--- config.mk ---
export PLATFORM = sky130hd
export DESIGN_NAME = ahb_write_buffer
export DESIGN_NICKNAME = d
export VERILOG_FILES = /design/src/rtl/sram_pkg.sv /design/src/rtl/ahb_write_buffer.sv
export SDC_FILE = /design/constraint.sdc
export NUM_CORES = 1
export LEC_CHECK = 0
export ABC_AREA = 1
export BUFFER_PORTS_ARGS = -buffer_cell sky130_fd_sc_hd__buf_2
export CAP_MARGIN = 25
export CORE_UTILIZATION = 49
export DETAILED_ROUTE_END_ITERATION = 7
export GPL_ROUTABILITY_DRIVEN = 0
export HOLD_SLACK_MARGIN = 0.02
export PLACE_DENSITY = 0.79
export SYNTH_ARGS = -nofsm -noshare
export SYNTH_HDL_FRONTEND = slang
export SYNTH_SLANG_ARGS = --single-unit
--- constraint.sdc ---
create_clock -name clk -period 3.5 [get_ports clk]
set_clock_uncertainty 0.1 [all_clocks]
set_input_delay 0 -clock clk [delete_from_list [all_inputs] [get_ports clk]]
set_output_delay 0 -clock clk [all_outputs]
set_load 0.05 [all_outputs]
--- src/rtl/sram_pkg.sv ---
/*
 * SRAM side types
 * Data and lane widths, the word access request and the
 * port bundle that drives the memory array
 */
package sram_pkg;

   localparam int data_width = 32;
   localparam int lane_count = data_width / 8;  // One enable per byte

   // One word-level access, address in words
   typedef struct packed {
      logic                  valid;
      logic                  write;
      logic [31:0]           addr;  // Low addr_width bits used
      logic [lane_count-1:0] be;
   } access_t;

   // Array port, sampled at the rising edge
   typedef struct packed {
      logic                  cs;
      logic                  wr;     // Write when set, else read
      logic [31:0]           addr;
      logic [lane_count-1:0] be;
      logic [data_width-1:0] wdata;
   } sram_port_t;

endpackage

--- src/rtl/ahb_write_buffer.sv ---
/*
 * One-entry AHB write buffer
 * Pairs a write address phase with the hwdata of the next cycle
 * and holds the word until the controller drains it
 */
`timescale 1ns/100ps

module ahb_write_buffer (
   input  logic                              clk,
   input  logic                              rst_n,
   input  sram_pkg::access_t                 access,
   input  logic [sram_pkg::data_width-1:0]   hwdata,
   input  logic                              drain,
   output logic                              buf_pending,
   output sram_pkg::access_t                 buf_entry,
   output logic [sram_pkg::data_width-1:0]   buf_wdata
);

   logic                            stage_vld_q;   // Write in its data phase
   sram_pkg::access_t               stage_q;
   logic                            entry_vld_q;   // Held word waiting for a free slot
   sram_pkg::access_t               entry_q;
   logic [sram_pkg::data_width-1:0] entry_data_q;
   logic                            new_write;
   logic                            stage_drained;
   logic                            capture;

   assign new_write = access.valid && access.write;

   // Data-phase write went straight to the array
   assign stage_drained = drain && !entry_vld_q;
   assign capture       = stage_vld_q && !stage_drained;

   // Address phase latch
   always_ff @(posedge clk) begin
      if (!rst_n) begin
         stage_vld_q <= 1'b0;
      end else begin
         stage_vld_q <= new_write;
      end
   end

   always_ff @(posedge clk) begin
      if (new_write) begin
         stage_q <= access;
      end
   end

   // Held entry, a capture in a drain cycle reloads it
   always_ff @(posedge clk) begin
      if (!rst_n) begin
         entry_vld_q <= 1'b0;
      end else if (capture) begin
         entry_vld_q <= 1'b1;
      end else if (drain) begin
         entry_vld_q <= 1'b0;
      end
   end

   always_ff @(posedge clk) begin
      if (capture) begin
         entry_q      <= stage_q;
         entry_data_q <= hwdata;  // Data phase word
      end
   end

   // Held entry first, else the write now in its data phase
   assign buf_pending = entry_vld_q || stage_vld_q;

   always_comb begin
      buf_entry       = entry_vld_q ? entry_q : stage_q;
      buf_entry.valid = buf_pending;
   end

   assign buf_wdata = entry_vld_q ? entry_data_q : hwdata;

endmodule

==> flow_metrics.py <==
metrics = {
    "sta": {
        "hold_viol_final": 0,
        "finalSetupTns_ns": 0,
        "final_max_slew_viol_count": 0,
        "fin_crit_ns": 1.99,
        "fin_crit_sh_pct": 56.8,
        "grt_setup_unrepaired": "false",
        "slew_headroom_pct": 55.1,
        "setup_viol": 0,
        "max_freq_mhz": 503,
        "worst_slew_pin_slew_ns": 0.673,
    },
    "cts": {
        "clock_latency_ns": 0.35,
        "cts_root_buf": "clkbuf_8",
        "cts_resized": 0,
        "cts_htree_levels": 3,
        "cts_inserted_buffers": 9,
        "clk_pin_slew_ns": 0.10,
        "cts_setup_buffers": 0,
        "cts_tree": "done",
        "cts.path.max_buffers": 2,
        "clock_sinks": 108,
    },
    "logic_synthesis": {
        "netlist_area_mm2": 0.00414,
        "syn_avg_cell_area_um2": 12.1,
        "netlist_top_cells_area": "edfxtp_1, nand2_1, buf_2, dfxtp_1, buf_4",
        "ys_warn_count": 0,
        "ys_ff_latch": 108,
        "yosys.area.top_type": "edfxtp_1",
        "yosysSeqAreaShare_pct": 77.8,
        "synth_fp_nets": 416,
        "yosysTopAreaCellShare_pct": 76.8,
        "netlist_instances": 343,
        "synth_cell_types": 11,
    },
    "routing": {
        "vias": 3116,
        "wl_per_cell_um": 13.8,
        "drt_iter0_markers": 157,
        "vias_per_cell": 4.67,
        "ant_nets": 0,
        "drt_wl_total_um": 9180,
        "drc": 0,
        "first_pass_iters": 4,
    },
    "cells_and_area": {
        "fillers": 542,
        "antenna_cells": 0,
        "fin_util_pct": 71.2,
        "area_growth_pct": 41.1,
        "fin_nets": 630,
        "drive_gt1_share_pct": 29.7,
    },
    "global_routing": {
        "grt_pass1_wl_um": 13600,
        "grt_max_degree": 72,
        "grt_pass1_vias": 3006,
        "antenna_found_initial": 0,
        "track_usage_pct": 21.1,
        "grt_overflow_total": 0,
    },
    "worst_hold_path": {
        "worstHoldPathCells": 2,
        "worst_hold_path.endpoint": "stage_q[11]",
        "hp-class": "primary input to register",
        "min_from": "access[11]",
    },
    "placement": {
        "port_buffers": 143,
        "hpwlAfterDp_um": 4970,
    },
    "run": {
        "maxCapViolCount": 0,
    },
    "setup_path": {
        "reg2reg_from": "entry_vld_q",
        "cp-start-kind": "register",
        "r2r-end": "entry_data_q[12]",
        "worstPathRequired_ns": 3.40,
        "crit_type": "register to primary output",
        "reg2reg_setup_slack_ns": 1.53,
        "crit_arrival_ns": 1.89,
        "critical_path_peak_fanout": 69,
        "worstRegToRegCells": 5,
        "cp-end-kind": "primary output",
    },
    "floorplanning": {
        "die_w_um": 94.0,
        "rows": 33,
        "num_io_pins": 144,
        "start_util_pct": 50.4,
        "dieArea_mm2": 0.00883,
        "core_area_mm2": 0.00822,
        "die_y_um": 94.0,
    },
    "power_and_ir_drop": {
        "p_per_area_mw_per_mm2": 464,
        "peakVddDrop_mv": 0.337,
        "leakagePower_nw": 2.60,
    },
    "outcome": {
        "status": "complete, no violations",
    },
}
[critical path, cell delays in order (launching register included)]
cell,delay (ns)
dfxtp_2,0.34
inv_2,0.04
buf_4,0.52
nand2_1,0.21
nand2_1,0.12
buf_2,0.27
[cells in the mapped netlist (all sizes together)]
cell type	count
a21oi	1
buf	16
dfxtp	2
edfxtp	106
inv	5
nand2	211
nor2	1
or2	1
[final cells by class]
type	instances	area, um^2	area share, %
flip-flops and latches	108	3220	55.1
repair buffers	219	1470	25.1
multi-input cells	214	811	13.9
well taps	105	131	2.25
clock buffers	10	128	2.18
clock inverters	6	68.8	1.18
inverters	5	18.8	0.321
[routing by layer]
layer | wire length, um | up-vias | part of all wire [%] | track usage (%)
li1 | - | 1551 | - | -
met1 | 3420 | 1413 | 37 | 22.6
met2 | 4980 | 138 | 54 | 38.7
met3 | 632 | 14 | 6.9 | 5.58
met4 | 146 | 0 | 1.6 | 9.62
met5 | 0 | - | 0 | 0
[through the flow]
stage          instance area, um^2  total power [W]  hold slack [ns]  std cells  setup WS (ns)
5_1_grt                       5850          0.00280            0.222        667           1.40
2_1_floorplan                 4140          0.00181         -0.00113        343          0.914
6_report                      5850          0.00271            0.250        667           1.51
4_1_cts                       5850          0.00272            0.223        667           1.50
3_5_place_dp                  4930          0.00193           0.0781        579           1.52
3_3_place_gp                  4930          0.00192           0.0761        579           1.57
[layout by cell type, fill, tap and decap left out, drive strengths merged]
master,instances
nand2,211
buf,147
edfxtp,106
dlygate4sd3,72
clkbuf,10
inv,8
dfxtp,2
or2,1
nor2,1
a21oi,1
bufinv,1
clkinv,1
clkinvlp,1
[what timing repair did]
| item | CTS | global route |
|---|---|---|
| hold endpoints to repair | 73 | 0 |
| setup endpoints to repair | 0 | 0 |
| hold buffers | 72 | 0 |
[cells by family after synthesis]
logic type      count (synthesis)  synth area share (%)
simple gates                  213                  19.4
compound gates                  1                 0.211
buf+inv                        21                  2.66
flops                         108                  77.8
[registers in the layout, indices dropped and copies added, names as in the netlist]
register / flops
entry_vld_q: 1
entry_q: 37
stage_q: 37
stage_vld_q: 1
entry_data_q: 32
[power breakdown]
group	total [W]	internal [W]	switching, W	leakage [nW]
clock	0.000744	0.000338	0.000406	0.0977
combinational	0.000475	0.000146	0.000329	1.51
sequential	0.00149	0.00147	0.0000200	0.991
total	0.00271	0.00196	0.000756	2.60
[worst max path at each step]
stage                             to  cells after the start  slack [ns]         from
CTS                 entry_data_q[16]                      5        1.50  entry_vld_q
floorplan            entry_data_q[0]                      6        0.91  entry_vld_q
detailed placement        entry_q[7]                      5        1.52  entry_vld_q
finish                 buf_entry[27]                      5        1.51  entry_vld_q
global placement         entry_q[24]                      5        1.57  entry_vld_q
global route              entry_q[3]                      5        1.40  entry_vld_q
Power figures use the tool's default switching activity.
