### config.mk
export PLATFORM = sky130hd
export DESIGN_NAME = sram_access_ctrl
export DESIGN_NICKNAME = d
export VERILOG_FILES = /design/src/rtl/sram_pkg.sv /design/src/rtl/sram_access_ctrl.sv
export SDC_FILE = /design/constraint.sdc
export NUM_CORES = 1
export LEC_CHECK = 0
export BUFFER_PORTS_ARGS = -buffer_cell sky130_fd_sc_hd__buf_2
export CORE_AREA = 4 4 94 96
export DETAILED_ROUTE_END_ITERATION = 12
export DIE_AREA = 0 0 98 100
export SLEW_MARGIN = 25
export SYNTH_ARGS = -nofsm -noshare
export SYNTH_HDL_FRONTEND = slang
export SYNTH_SLANG_ARGS = --single-unit
### constraint.sdc
create_clock -name clk -period 1.2 [get_ports clk]
set_clock_uncertainty 0.1 [all_clocks]
set_input_delay 0.12 -clock clk [delete_from_list [all_inputs] [get_ports clk]]
set_output_delay 0.12 -clock clk [all_outputs]
set_load 0.02 [all_outputs]
### src/rtl/sram_pkg.sv
/*
 * SRAM side types
 * Data and lane widths, the word access request and the
 * port bundle that drives the memory array
 */
package sram_pkg;

   localparam int data_width = 32;
   localparam int lane_count = data_width / 8;  // One enable per byte

   // One word-level access, address in words
   typedef struct packed {
      logic                  valid;
      logic                  write;
      logic [31:0]           addr;  // Low addr_width bits used
      logic [lane_count-1:0] be;
   } access_t;

   // Array port, sampled at the rising edge
   typedef struct packed {
      logic                  cs;
      logic                  wr;     // Write when set, else read
      logic [31:0]           addr;
      logic [lane_count-1:0] be;
      logic [data_width-1:0] wdata;
   } sram_port_t;

endpackage

### src/rtl/sram_access_ctrl.sv
/*
 * SRAM access controller
 * Reads win the port, buffered writes take idle slots
 * Read data gets pending buffer bytes merged per lane
 */
`timescale 1ns/100ps

module sram_access_ctrl #(
   parameter int addr_width = 14
) (
   input  logic                              clk,
   input  logic                              rst_n,
   input  sram_pkg::access_t                 access,
   input  logic                              buf_pending,
   input  sram_pkg::access_t                 buf_entry,
   input  logic [sram_pkg::data_width-1:0]   buf_wdata,
   output logic                              drain,
   output sram_pkg::sram_port_t              sram,
   input  logic [sram_pkg::data_width-1:0]   sram_rdata,
   output logic [sram_pkg::data_width-1:0]   hrdata,
   output logic                              hready,
   output logic                              hresp
);

   logic                            rd_req;      // Read address phase this cycle
   logic                            same_word;
   logic                            rd_pend_q;   // Read data phase
   logic [sram_pkg::lane_count-1:0] fwd_mask_q;  // Lanes taken from the buffer

   assign rd_req    = access.valid && !access.write;
   assign drain     = buf_pending && !rd_req;  // Only in read-free cycles
   assign same_word = buf_entry.addr[addr_width-1:0] == access.addr[addr_width-1:0];

   // Port mux, read has priority
   always_comb begin
      sram.cs    = rd_req || drain;
      sram.wr    = drain;
      sram.addr  = rd_req ? access.addr : buf_entry.addr;
      sram.be    = buf_entry.be;  // Reads always fetch the whole word
      sram.wdata = buf_wdata;
   end

   // Forward mask set when the read hits the buffered word
   always_ff @(posedge clk) begin
      if (!rst_n) begin
         rd_pend_q  <= 1'b0;
         fwd_mask_q <= '0;
      end else begin
         rd_pend_q <= rd_req;
         if (rd_req && buf_pending && same_word) begin
            fwd_mask_q <= buf_entry.be;
         end else begin
            fwd_mask_q <= '0;
         end
      end
   end

   // Lane merge, buffered bytes are newer than the array
   always_comb begin
      hrdata = '0;
      if (rd_pend_q) begin
         for (int i = 0; i < sram_pkg::lane_count; i++) begin
            hrdata[8*i +: 8] = fwd_mask_q[i] ? buf_wdata[8*i +: 8] : sram_rdata[8*i +: 8];
         end
      end
   end

   // Zero wait states, never an error
   assign hready = 1'b1;
   assign hresp  = 1'b0;  // OKAY

endmodule

==> qor.txt, run 1 <==
status: complete, but fails checks
failing checks: negative setup slack
Mapped Area: 1688 sq um
crit-path cells: buf_12 > mux2i_2 > nor2b_1 > buf_4
DP Worst Slack: -0.09012 ns
Final Hold Fails: 0
initial antenna violation count: 0
cell count after synthesis: 182
worst vdd ir: 0.2114 mV
crit path launch type: flip-flop
Die ar.: 9800 sq um
IO Pins: 248
crit path max fanout: 8
DRC violations left: 0
CP max stage delay: 0.33 ns
biggest area consumer among synthesized cells: mux2_4
CP required: 0.98 ns
# rows: 33
starting density of the core: 20.96%
Setup TNS: -4.416 ns
fraction of layout cells with a size suffix above 1: 77.12%
Syn. warnings: 0
clk sinks: 5
kind of critical path: flip-flop to output port
Total Nets Final: 533
Final setup viols: 64
Lkg Pwr: 1.751 nW
main flop type after synthesis: dfxtp_1
Netlist cell types: 21
Die Y: 100 um
number of CTS-inserted buffers: 3
DP Wirelength: 5.452 mm
power density of the placed cells: 513.9 nW/um^2
Final Max Slew Viols: 0
Hold WC Path Type: input port to flip-flop
share of the synthesized area in the top cell type: 24.91%
CTS tree: yes
PortBufs: 239
total power draw: 1.642 mW
Iter 0 DRT Violations: 11
routed vias/inst: 4.024
syn_nets: 325
Area Growth Syn to Fin: 89.33%
final setup margin: -0.1304 ns
global-route wire length before repair: 9.218 mm
WP data arrival: 1.11 ns
number of vias in the routed layout: 1,988
asr flop ratio synth: 0%
highest clock rate: 0.7517 GHz
Die Width: 98 um
# diodes: 0
core area: 8051 sq um
vias in the first global route: 1,992
fin crit share: 110.9%
gpl congestion: 0.7975
Reg clk slew, reported paths: 0.03 ns
EDFF count, synth: 0
RSZ-0062 raised after global routing: yes
post-synthesis sequential area ratio: 5.930%
minimum clock period: 1.330 ns
Total Routed Length: 6.347 mm
clk root buf: clkbuf_8
WL/cell: 12.85 um
Initial DRT Pass Iterations: 4
CP Capture Type: output port
H-tree levels: 1
Post-Syn Area per Cell: 9.274 sq um
total track usage: 11.15%
global route total overflow: 0
ANT nets after route: 0
maximum number of pins on one net before global-route repair: 33
Area contributors post-synth: mux2_4 25%, mux2i_1 19%, buf_4 17%
maxcap violations: 0
FF+latch count, synth: 5
Max Root-Sink Buffers: 2
Slowest-stage cell, CP: dfxtp_2
==> Yosys cell counts, types with 2 or more instances <==
| cell type | count |
|---|---|
| and3_1 | 4 |
| buf_2 | 4 |
| buf_4 | 39 |
| buf_6 | 4 |
| clkbuf_1 | 3 |
| conb_1 | 2 |
| dfxtp_1 | 5 |
| mux2_1 | 4 |
| mux2_4 | 28 |
| mux2i_1 | 32 |
| nand4_1 | 3 |
| nor2_1 | 2 |
| nor2b_1 | 32 |
| xnor2_1 | 12 |
| xor2_1 | 2 |
==> area by class of cell <==
type                    count  area, sq um
fillers                   825         4856
repair buffers            253         1664
multi-input cells         126         1246
well taps                 105        131.4
flip-flops and latches      5        105.1
clock buffers               4        45.04
inverters                   1        3.754
==> sequential cells by signal, summed over array words and instances (netlist names) <==
| register | count |
|---|---|
| fwd_mask_q | 4 |
| rd_pend_q | 1 |
==> cells in the final DEF, fill, tap and decap left out, types with 4 or more instances in the layout <==
cell	n
and3_1	4
buf_12	6
buf_2	198
buf_4	9
buf_6	36
dfxtp_2	4
mux2_4	32
mux2i_1	28
mux2i_2	4
nor2b_1	32
xnor2_1	12
==> cells by family after synthesis <==
logic type	after synthesis	synth area share, %
xor gates and xnor gates	14	7.265
buffers and inverters	51	22.09
DFF	5	5.931
and+or+nand+nor	46	17.72
muxes	64	46.55
other	2	0.4449
==> power breakdown <==
group | internal (mW) | switching, mW
registers | 0.169 | 0.000990
clock network | 0.228 | 0.0793
logic | 0.629 | 0.537
==> through the flow <==
step	hold WS (ns)	utilization, %	instance area [sq um]	instances
floorplan	0.1492	-	1688	182
global placement	0.2674	34.55	2781	484
detailed placement	0.2717	34.55	2781	484
CTS	0.04220	36.95	2975	491
global route	0.04241	39.69	3196	494
finish	0.04482	39.69	3196	494
==> repair_timing <==
| action | in CTS | in global routing |
|---|---|---|
| setup endpoints to repair | 63 | 62 |
| buffers inserted | 3 | 0 |
| gates cloned | 0 | 3 |
| hold endpoints to repair | 0 | 0 |
| resized for setup | 40 | 52 |
| pin swaps | 0 | 1 |
| hold buffers | 0 | 0 |
==> critical path: cells and delay by family, from the launching register on <==
family                 cells  cell delay (ns)
DFF                        1             0.33
buffers and inverters      2             0.28
muxes                      1             0.20
and+or+nand+nor            1             0.07
==> per-layer routing <==
layer / track usage (%) / wire [um] / vias up
met5: 0 / 0 / -
met4: 3.514 / 17 / 0
met3: 2.849 / 707 / 2
met2: 22.41 / 3625 / 121
met1: 11.07 / 1996 / 877
li1: - / - / 988
==> path summary, 6_finish.rpt <==
path | end | slack [ns] | depth (start not counted) | start
worst max-delay path | hrdata[13] | -0.13 | 4 | fwd_mask_q[1]$_SDFF_PN0_
worst min-delay path | rd_pend_q$_SDFF_PN0_ | 0.04 | 3 | rst_n
Note: power is estimated with default switching activity, not from simulation.
==> inputs of run 2 (changes only) <==
- PLACE_DENSITY: not set -> 0.67
- RECOVER_POWER: not set -> 100
==> run 2 against run 1 <==
  * The flow still finishes with violations (negative setup slack)
  * Utilization rose by 0.44 points
  * Highest routed layer unchanged
  * Sequential power barely moved
  * Global-route usage rose by 1.1 points
  * Setup slack got worse by 0.0054 ns
  * Routed wire length rose by 7.1%
  * Flip-flop and latch count did not move
  * First-iteration DRC count rose by 82%
  * Fmax fell by 0.40%
  * Clock power rose by 2%
  * Critical path type is now input port to output port
==> qor.txt, run 2 (synthesis gave the netlist of run 1 again) <==
WL/cell: 13.64 um
Total Routed Length: 6.795 mm
minimum clock period: 1.336 ns
Die Width: 98 um
internal power: 1.032 mW
Final Hold Fails: 0
crit path max fanout: 8
starting density of the core: 20.96%
commonest cells after routing, fill and taps aside: 163 x buf_2, 38 x buf_6, 36 x clkbuf_1
global-route wire length before repair: 9.963 mm
Largest regs: fwd_mask_q x4, rd_pend_q x1
final setup margin: -0.1358 ns
Die Y: 100 um
Iter 0 DRT Violations: 20
total track usage: 12.28%
fin crit share: 111.3%
hold path endpoint: fwd_mask_q[3]$_SDFF_PN0_
crit path launch type: input port
CP Capture Type: output port
commonest non-fill, non-tap cell in the layout: buf_2
initial antenna violation count: 0
status: complete, but fails checks
WP data arrival: 1.12 ns
Cell Area, Placed: 2819 sq um
DRC violations left: 0
RSZ-0062 raised after global routing: yes
Buf/Inv on CP: 4
gpl congestion: 0.7990
PortBufs: 239
fin cells: 498
Initial DRT Pass Iterations: 4
# rows: 33
Finished Core Util: 40.12%
routed vias/inst: 4.030
Lkg Pwr: 1.694 nW
Hold Path Depth: 2
NetSw: 0.6429 mW
Reg clk slew, reported paths: 0.04 ns
combinational group share of total power: 71.2%
fraction of layout cells with a size suffix above 1: 68.19%
Slowest-stage cell, CP: mux2_4
clk root buf: clkbuf_8
ANT nets after route: 0
Finished Cell Area: 3231 sq um
sw frac: 38.38%
IO Pins: 248
H-tree levels: 1
Area Growth Syn to Fin: 91.40%
CP max stage delay: 0.30 ns
HP Start: buf_entry[3]
worst vdd ir: 0.2013 mV
CP required: 0.98 ns
DP Wirelength: 5.880 mm
CTS tree: yes
maximum number of pins on one net before global-route repair: 26
Final setup viols: 63
number of vias in the routed layout: 2,007
kind of critical path: input port to output port
Post-Place Cells: 489
Die ar.: 9800 sq um
Total Nets Final: 537
clk sinks: 5
# diodes: 0
number of CTS-inserted buffers: 3
power density of the placed cells: 518.5 nW/um^2
global route total overflow: 0
Final Max Slew Viols: 0
maxcap violations: 0
DP Worst Slack: -0.09925 ns
Clk network pwr share: 18.6%
Fillers: 814
max reg flops: 4
failing checks: negative setup slack
proportion of power drawn by flip-flops and latches: 10.1%
Largest Register: fwd_mask_q
critical path's top delay family: buffers and inverters
crit-path cells: buf_6 > nand2b_4 > buf_12 > buf_12 > mux2_4 > buf_6
Hold WC Path Type: input port to flip-flop
vias in the first global route: 2,134
core area: 8051 sq um
highest clock rate: 0.7486 GHz
Max Root-Sink Buffers: 2
==> run 2: changes by cell type in the layout (fill, tap and decap cells not counted), moves of 2 or more <==
cell      delta
buf_2       -35
clkbuf_1    +35
buf_8        -2
mux2i_2      -2
mux2i_1      +2
buf_6        +2
buf_16       +2
buf_12       +3
==> run 2: worst max-delay path by stage <==
stage	slack [ns]	start	to	cells past startpoint
after floorplan	0.03	access[36]	sram[68]	5
after CTS	-0.15	fwd_mask_q[0]$_SDFF_PN0_	hrdata[0]	4
after global routing	-0.19	fwd_mask_q[0]$_SDFF_PN0_	hrdata[4]	4
after global placement	-0.10	access[36]	sram[67]	5
after detailed placement	-0.1	access[36]	sram[67]	5
final	-0.14	access[36]	sram[39]	6
==> run 2: layer usage <==
layer / global-route usage [%] / up-vias / part of all wire, %
met5: 0 / - / 0
met2: 24.61 / 144 / 53
li1: - / 993 / -
met3: 4.934 / 2 / 14
met1: 11.96 / 868 / 32
met4: 1.810 / 0 / 0.13
==> run 2: layout make-up <==
type                    instances  area, sq um  share of cell area (%)
inverters                       1        3.754                  0.1162
repair buffers                257         1700                   52.63
flip-flops and latches          5        105.1                   3.253
multi-input cells             126         1245                   38.54
well taps                     105        131.4                   4.067
clock buffers                   4        45.04                   1.394
==> run 2: repair_timing <==
action                                  4_1_cts  5_1_grt
endpoints found under the setup margin       64       70
buffers inserted                              3        0
gates resized for setup                      66       34
cloned                                        2        1
pin swaps                                     2        3
hold buffers                                  0        0
==> run 2: power by group through the flow <==
stage	Sequential, mW	Clock [mW]	Combinational [mW]
after floorplan	0.172	0	0.641
after global placement	0.172	0	0.994
after detailed placement	0.172	0	1.01
after CTS	0.170	0.327	1.17
after global routing	0.169	0.348	1.27
final	0.170	0.312	1.19
==> run 2: metrics by stage <==
stage	TNS, ns	power, mW	hold WS, ns
after floorplan	0	0.8132	0.1492
after global placement	-1.244	1.167	0.2653
after detailed placement	-1.471	1.183	0.2669
after CTS	-5.857	1.662	0.04108
after global routing	-8.632	1.791	0.06219
final	-6.093	1.675	0.05649
